==> src/hw/fetch_pkg.sv <==
//////////////////////////////
// shared constants and types for the two-wide fetch front end
// referenced by scoped name from the interface and every RTL module
//////////////////////////////

`default_nettype none

package fetch_pkg;

  ////////////////////////////// fetch geometry
  localparam int fetch_width = 2;   // slots per fetch, increment rule assumes two
  localparam int addr_width  = 64;  // pc width
  localparam int inst_width  = 32;  // one instruction word
  localparam int dword_width = fetch_width * inst_width;  // one memory row

  ////////////////////////////// instruction memory
  localparam int imem_depth       = 256;               // 64-bit rows
  localparam int imem_index_width = $clog2(imem_depth);
  localparam int imem_index_lsb   = 3;                 // row index starts at pc bit 3

  ////////////////////////////// fetch queue
  localparam int queue_depth       = 8;
  localparam int queue_ptr_width   = $clog2(queue_depth);
  localparam int queue_count_width = $clog2(queue_depth + 1);  // must hold 0..depth

  typedef logic [addr_width-1:0]        addr_t;
  typedef logic [inst_width-1:0]        inst_t;
  typedef logic [dword_width-1:0]       dword_t;
  typedef logic [queue_ptr_width-1:0]   ptr_t;
  typedef logic [queue_count_width-1:0] count_t;

  // occupancy of the fetch queue
  typedef enum logic [1:0]
  {
    empty   = 2'd0,
    partial = 2'd1,
    full    = 2'd2
  } queue_state_t;

endpackage

`default_nettype wire

==> src/hw/imem_if.sv <==
//////////////////////////////
// fetch stage to instruction memory link
// rdata and valid follow addr combinationally in the same cycle
// busy is high while the load port writes a row
//////////////////////////////

`timescale 1ns/1ps
`default_nettype none

interface imem_if;

  fetch_pkg::addr_t  addr;   // doubleword aligned fetch address
  fetch_pkg::dword_t rdata;  // both instruction words of the row
  logic              valid;  // rdata good this cycle
  logic              busy;   // load in progress

  modport fetch
  (
    output addr,
    input  rdata, valid, busy
  );

  modport memory
  (
    input  addr,
    output rdata, valid, busy
  );

endinterface

`default_nettype wire

==> src/hw/fetch_stage.sv <==
//////////////////////////////
// fetch stage: pc register, next pc choice and slot split
// one row per cycle gives up to two instructions, slot 0 is the
// low word and is skipped when the pc sits on the upper word
//////////////////////////////

`timescale 1ns/1ps
`default_nettype none

module fetch_stage
(
  input  wire logic             clock,
  input  wire logic             reset,
  imem_if.fetch                 mem,
  input  wire logic             room,             // queue can take two more
  input  wire logic             redirect,         // taken branch strobe
  input  wire fetch_pkg::addr_t redirect_target,
  output logic [fetch_pkg::fetch_width-1:0] slot_valid,
  output fetch_pkg::addr_t [fetch_pkg::fetch_width-1:0] slot_pc,
  output fetch_pkg::inst_t [fetch_pkg::fetch_width-1:0] slot_inst
);

  fetch_pkg::addr_t pc;         // address being fetched now
  fetch_pkg::addr_t pc_plus;    // sequential successor
  fetch_pkg::addr_t next_pc;
  fetch_pkg::addr_t row_base;   // pc with the word offset dropped
  logic             advance;    // row accepted by the queue
  logic             pc_enable;

  assign row_base = {pc[fetch_pkg::addr_width-1:3], 3'b000};
  assign mem.addr = row_base;

  ////////////////////////////// next pc
  // upper word only has one slot left in the row
  assign pc_plus = pc[2] ? pc + fetch_pkg::addr_t'(4)
                         : pc + fetch_pkg::addr_t'(fetch_pkg::fetch_width * 4);

  assign next_pc   = redirect ? redirect_target : pc_plus;
  assign advance   = mem.valid && room;
  assign pc_enable = advance || redirect;  // a redirect must never be dropped by a stall

  always_ff @(posedge clock)
  begin
    if (reset)
      pc <= '0;
    else if (pc_enable)
      pc <= next_pc;
  end

  ////////////////////////////// slot split
  assign slot_inst[0] = mem.rdata[fetch_pkg::inst_width-1:0];  // low word
  assign slot_inst[1] = mem.rdata[fetch_pkg::dword_width-1:fetch_pkg::inst_width];

  assign slot_pc[0] = pc;
  assign slot_pc[1] = row_base + fetch_pkg::addr_t'(4);

  // low slot is behind the pc when bit 2 is set
  assign slot_valid[0] = advance && !pc[2];
  assign slot_valid[1] = advance;

  // redirect targets arrive from outside, so check alignment over time
  pc_word_aligned: assert property (@(posedge clock) disable iff (reset)
    pc[1:0] == 2'b00)
    else $error("fetch_stage: pc %h not word aligned", pc);

  // a load holds the pc unless a redirect moves it
  pc_holds_while_busy: assert property (@(posedge clock) disable iff (reset)
    mem.busy && !redirect |=> $stable(pc))
    else $error("fetch_stage: pc moved during a memory load");

endmodule

`default_nettype wire

==> src/flat_wrapper.sv <==
// flat-port wrapper written by rule: the top's interface ports become plain ports
module fetch_stage_flat 
  (clock, reset, room, redirect, redirect_target, slot_valid, slot_pc, slot_inst, mem_addr, mem_rdata, mem_valid, mem_busy);
  imem_if mem_i ();
  input  wire logic clock;
  input  wire logic reset;
  input  wire logic room;
  input  wire logic redirect;
  input  wire fetch_pkg::addr_t redirect_target;
  output logic [fetch_pkg::fetch_width-1:0] slot_valid;
  output fetch_pkg::addr_t [fetch_pkg::fetch_width-1:0] slot_pc;
  output fetch_pkg::inst_t [fetch_pkg::fetch_width-1:0] slot_inst;
  output wire logic [$bits(mem_i.addr)-1:0] mem_addr;
  input wire logic [$bits(mem_i.rdata)-1:0] mem_rdata;
  input wire logic [$bits(mem_i.valid)-1:0] mem_valid;
  input wire logic [$bits(mem_i.busy)-1:0] mem_busy;
  assign mem_addr = mem_i.addr;
  assign mem_i.rdata = mem_rdata;
  assign mem_i.valid = mem_valid;
  assign mem_i.busy = mem_busy;
  fetch_stage u_core (.clock(clock), .reset(reset), .mem(mem_i), .room(room), .redirect(redirect), .redirect_target(redirect_target), .slot_valid(slot_valid), .slot_pc(slot_pc), .slot_inst(slot_inst));
endmodule
==> config.mk <==
export PLATFORM = sky130hd
export DESIGN_NAME = fetch_stage_flat
export DESIGN_NICKNAME = d
export VERILOG_FILES = /design/src/hw/fetch_pkg.sv /design/src/hw/imem_if.sv /design/src/hw/fetch_stage.sv /design/src/flat_wrapper.sv
export SDC_FILE = /design/constraint.sdc
export NUM_CORES = 1
export LEC_CHECK = 0
export ABC_AREA = 1
export BUFFER_PORTS_ARGS = -buffer_cell sky130_fd_sc_hd__buf_2
export CAP_MARGIN = 20
export CORE_AREA = 2 2 151 153
export CTS_BUF_LIST = sky130_fd_sc_hd__clkbuf_4 sky130_fd_sc_hd__clkbuf_8
export DETAILED_ROUTE_END_ITERATION = 8
export DIE_AREA = 0 0 153 155
export PLACE_DENSITY = 0.68
export SLEW_MARGIN = 20
export SYNTH_ARGS = -nofsm -noshare
export SYNTH_HDL_FRONTEND = slang
export SYNTH_SLANG_ARGS = --single-unit
==> constraint.sdc <==
create_clock -name clock -period 1.63 [get_ports clock]
set_input_delay 0.2445 -clock clock [delete_from_list [all_inputs] [get_ports clock]]
set_output_delay 0.2445 -clock clock [all_outputs]
set_load 0.02 [all_outputs]
==> results.sh <==
export IMPL_min_delay_start="redirect_target[1]"
export IMPL_synth_cell_types=33
export IMPL_multi_input_area_um2=3220
export IMPL_drive_gt1_share_pct=46.0
export IMPL_floorplan_die_area_um2=23700
export IMPL_cts_sinks=64
export IMPL_yosysMostFrequentCell="nand2_1"
export IMPL_synth_edff_count=0
export IMPL_largest_reg_flops=64
export IMPL_startpoint_type="register"
export IMPL_wl_per_cell_um=16.1
export IMPL_ctsHtreeMaxLevel=3
export IMPL_maxCapViolCount=0
export IMPL_core_area_um2=22200
export IMPL_antenna_left=0
export IMPL_reg2reg_depth=9
export IMPL_drt_pass1_iter_count=4
export IMPL_place_area_um2=6960
export IMPL_area_delta_synth_final_pct=25.7
export IMPL_cpMaxStageDelayCell="dfxtp_4"
export IMPL_final_hold_violation_count=0
export IMPL_fillCellCount=2440
export IMPL_netlist_area_leader_share_pct=24.0
export IMPL_period_minus_slack_ns=1.70
export IMPL_cp_arrival_ns=2.00
export IMPL_crit_top_cell="nor2_4"
export IMPL_place_hpwl_mm=18.6
export IMPL_r2r_slack_ns=-0.07
export IMPL_netlist_area_um2=6110
export IMPL_fin_ws_ns=-0.0712
export IMPL_grt_total_usage_pct=18.7
export IMPL_cts_tree="yes"
export IMPL_grt_start_max_net_pins=60
export IMPL_r2r_end="u_core.pc[22]$_SDFFE_PP0P_"
export IMPL_cpPeakStageDelay_ns=0.38
export IMPL_avgSynthCellArea_um2=6.10
export IMPL_hold_class="input port to register"
export IMPL_synthDominantAreaCellType="buf_4"
export IMPL_fp_dieH_um=155
export IMPL_setup_viol=2
export IMPL_place_congestion=0.945
export IMPL_holdPathStages=3
export IMPL_cp_max_fo=4
export IMPL_grt_first_pass_wirelength_mm=34.2
export IMPL_crit_required_ns=1.92
export IMPL_postLayoutCoreUtil_pct=34.6
export IMPL_synth_ff_type="dfxtp_1"
export IMPL_num_io_pins=392
export IMPL_grt_pass1_vias=6037
export IMPL_dieWidth_um=153
export IMPL_vdd_drop_max_v=0.000297
export IMPL_drt_iter0_markers=327
export IMPL_regArea_um2=1330
export IMPL_largest_register="u_core.pc"
export IMPL_period_share_pct=104
export IMPL_power_mw=4.71
export IMPL_clock_latency_ns=0.38
export IMPL_nNetsFinal=1300
export IMPL_holdPathEnd="u_core.pc[1]$_SDFFE_PP0P_"
export IMPL_viasPerCell=4.55
export IMPL_hold_ws_ns=0.0833
export IMPL_initial_core_util_pct=27.5
export IMPL_reg_top3="u_core.pc x64"
export IMPL_final_setup_skew_ns=0.0225
export IMPL_ys_seq_area_share_pct=21.0
export IMPL_synthTopCellsByArea="buf_4 24%, dfxtp_1 21%, nand2_1 17%"
export IMPL_rsz0062_at_grt="true"
export IMPL_synth_seq_cells=64
export IMPL_syn_inst=1001
export IMPL_cts_made_buffers=9
export IMPL_crit_path_end_kind="register"
export IMPL_io_buffers=256
export IMPL_clockBufferDepth=2
export IMPL_drcViolationCount=0
export IMPL_status="complete, but fails checks"
export IMPL_leakagePower_nw=3.73
export IMPL_antenna_cells=0
export IMPL_antenna_found_initial=1
export IMPL_via_count=6622
export IMPL_wirelength_mm=23.4
export IMPL_ctsRootBufferMaster="clkbuf_8"
export IMPL_powerDensity_nw_per_um2=614
export IMPL_drv_slew=0
export IMPL_grt_ovfl_total=0
export IMPL_fmax_mhz=588
export IMPL_synth_async_reset_ratio_pct=0
export IMPL_synth_warnings=0
export IMPL_ys_top_cells_by_count="275 x nand2_1, 195 x buf_4, 103 x nor2_1"
export IMPL_design_area_um2=7680
export IMPL_crit_type="register to register"
export IMPL_r2r_start="u_core.pc[3]$_SDFFE_PP0P_"
export IMPL_violations="setup timing"
export IMPL_clk_pin_slew_ns=0.09
export IMPL_crit_path_cell_trace="buf_8 > inv_6 > nor2_4 > nand3_4 > nor2_4 > buf_6 > xor2_1 > nand2_1 > a21oi_1"
export IMPL_num_rows=55
[cell usage in the layout, fill, tap and decap left out, drive strengths merged]
master and instances:
o211ai 1, nand3 58, nand3b 1, and2 1, nor3b 1, clkbuf 13
conb 6, a31oi 25, dfxtp 64, nor3 2, clkinv 2, xor2 15
a22o 2, a21oi 37, nand2 286, nor2 123, o21ai 45, inv 97
buf 367, or2 1, nand4 15, xnor2 6, ha 1, bufinv 1
[worst max-delay path: cells and delay by family, from the launching register on]
family	cells	cell delay, ns
simple gates	4	0.68
compound gates	1	0.11
flops	1	0.38
xor+xnor	1	0.15
buf+inv	3	0.29
[through the flow]
step                std cells  TNS, ns  worst slack [ns]
floorplan                1005        0            0.0333
global placement         1423  -0.0119           -0.0108
finish                   1455  -0.0802           -0.0712
global route             1455   -0.887            -0.117
CTS                      1441        0          0.000170
detailed placement       1423  -0.0954           -0.0316
[per-layer routing]
layer  track usage [%]  routed length, um
met1              24.3              10300
met2              31.3              11200
met3              2.65               1270
met4              7.54                637
met5                 0                 16
[cell families (layout without fill, tap and decap cells)]
logic type	after synthesis	after routing	share of synthesized area, %
buffers and inverters	315	480	31.5
XOR/XNOR	21	21	3.01
flip-flops	64	64	21.0
AO/OA/AOI/OAI	110	110	9.68
AND/OR/NAND/NOR	488	488	34.5
adder cells (fa/ha/maj)	1	1	0.205
other	2	6	0.123
[power by group]
group          internal (mW)  switching [mW]  leakage (nW)  total [mW]
sequential              1.67           0.109         0.541        1.78
clock                  0.845           0.714         0.113        1.56
combinational          0.501           0.879          3.07        1.38
total                   3.01            1.70          3.73        4.71
[cell type report]
class / count / area share [%]
Tap cell: 285 / 4.64
Clock buffer: 13 / 2.25
Multi-Input combinational cell: 626 / 42.0
Sequential cell: 64 / 17.3
Inverter: 97 / 4.90
Timing Repair Buffer: 367 / 28.4
Clock inverter: 3 / 0.521
[worst max path at each step]
stage,startpoint,end,cells past startpoint
final,u_core.pc[3]$_SDFFE_PP0P_,u_core.pc[22]$_SDFFE_PP0P_,9
after global routing,u_core.pc[3]$_SDFFE_PP0P_,u_core.pc[22]$_SDFFE_PP0P_,9
after CTS,u_core.pc[3]$_SDFFE_PP0P_,u_core.pc[52]$_SDFFE_PP0P_,9
after detailed placement,u_core.pc[3]$_SDFFE_PP0P_,u_core.pc[34]$_SDFFE_PP0P_,9
after global placement,u_core.pc[37]$_SDFFE_PP0P_,u_core.pc[58]$_SDFFE_PP0P_,10
after floorplan,u_core.pc[8]$_SDFFE_PP0P_,u_core.pc[34]$_SDFFE_PP0P_,8
[what timing repair did]
item	CTS	global route
resized for setup	8	130
buffers inserted	2	14
hold buffers	0	0
setup endpoints to repair	20	44
pin swaps	4	22
Power figures use the tool's default switching activity.
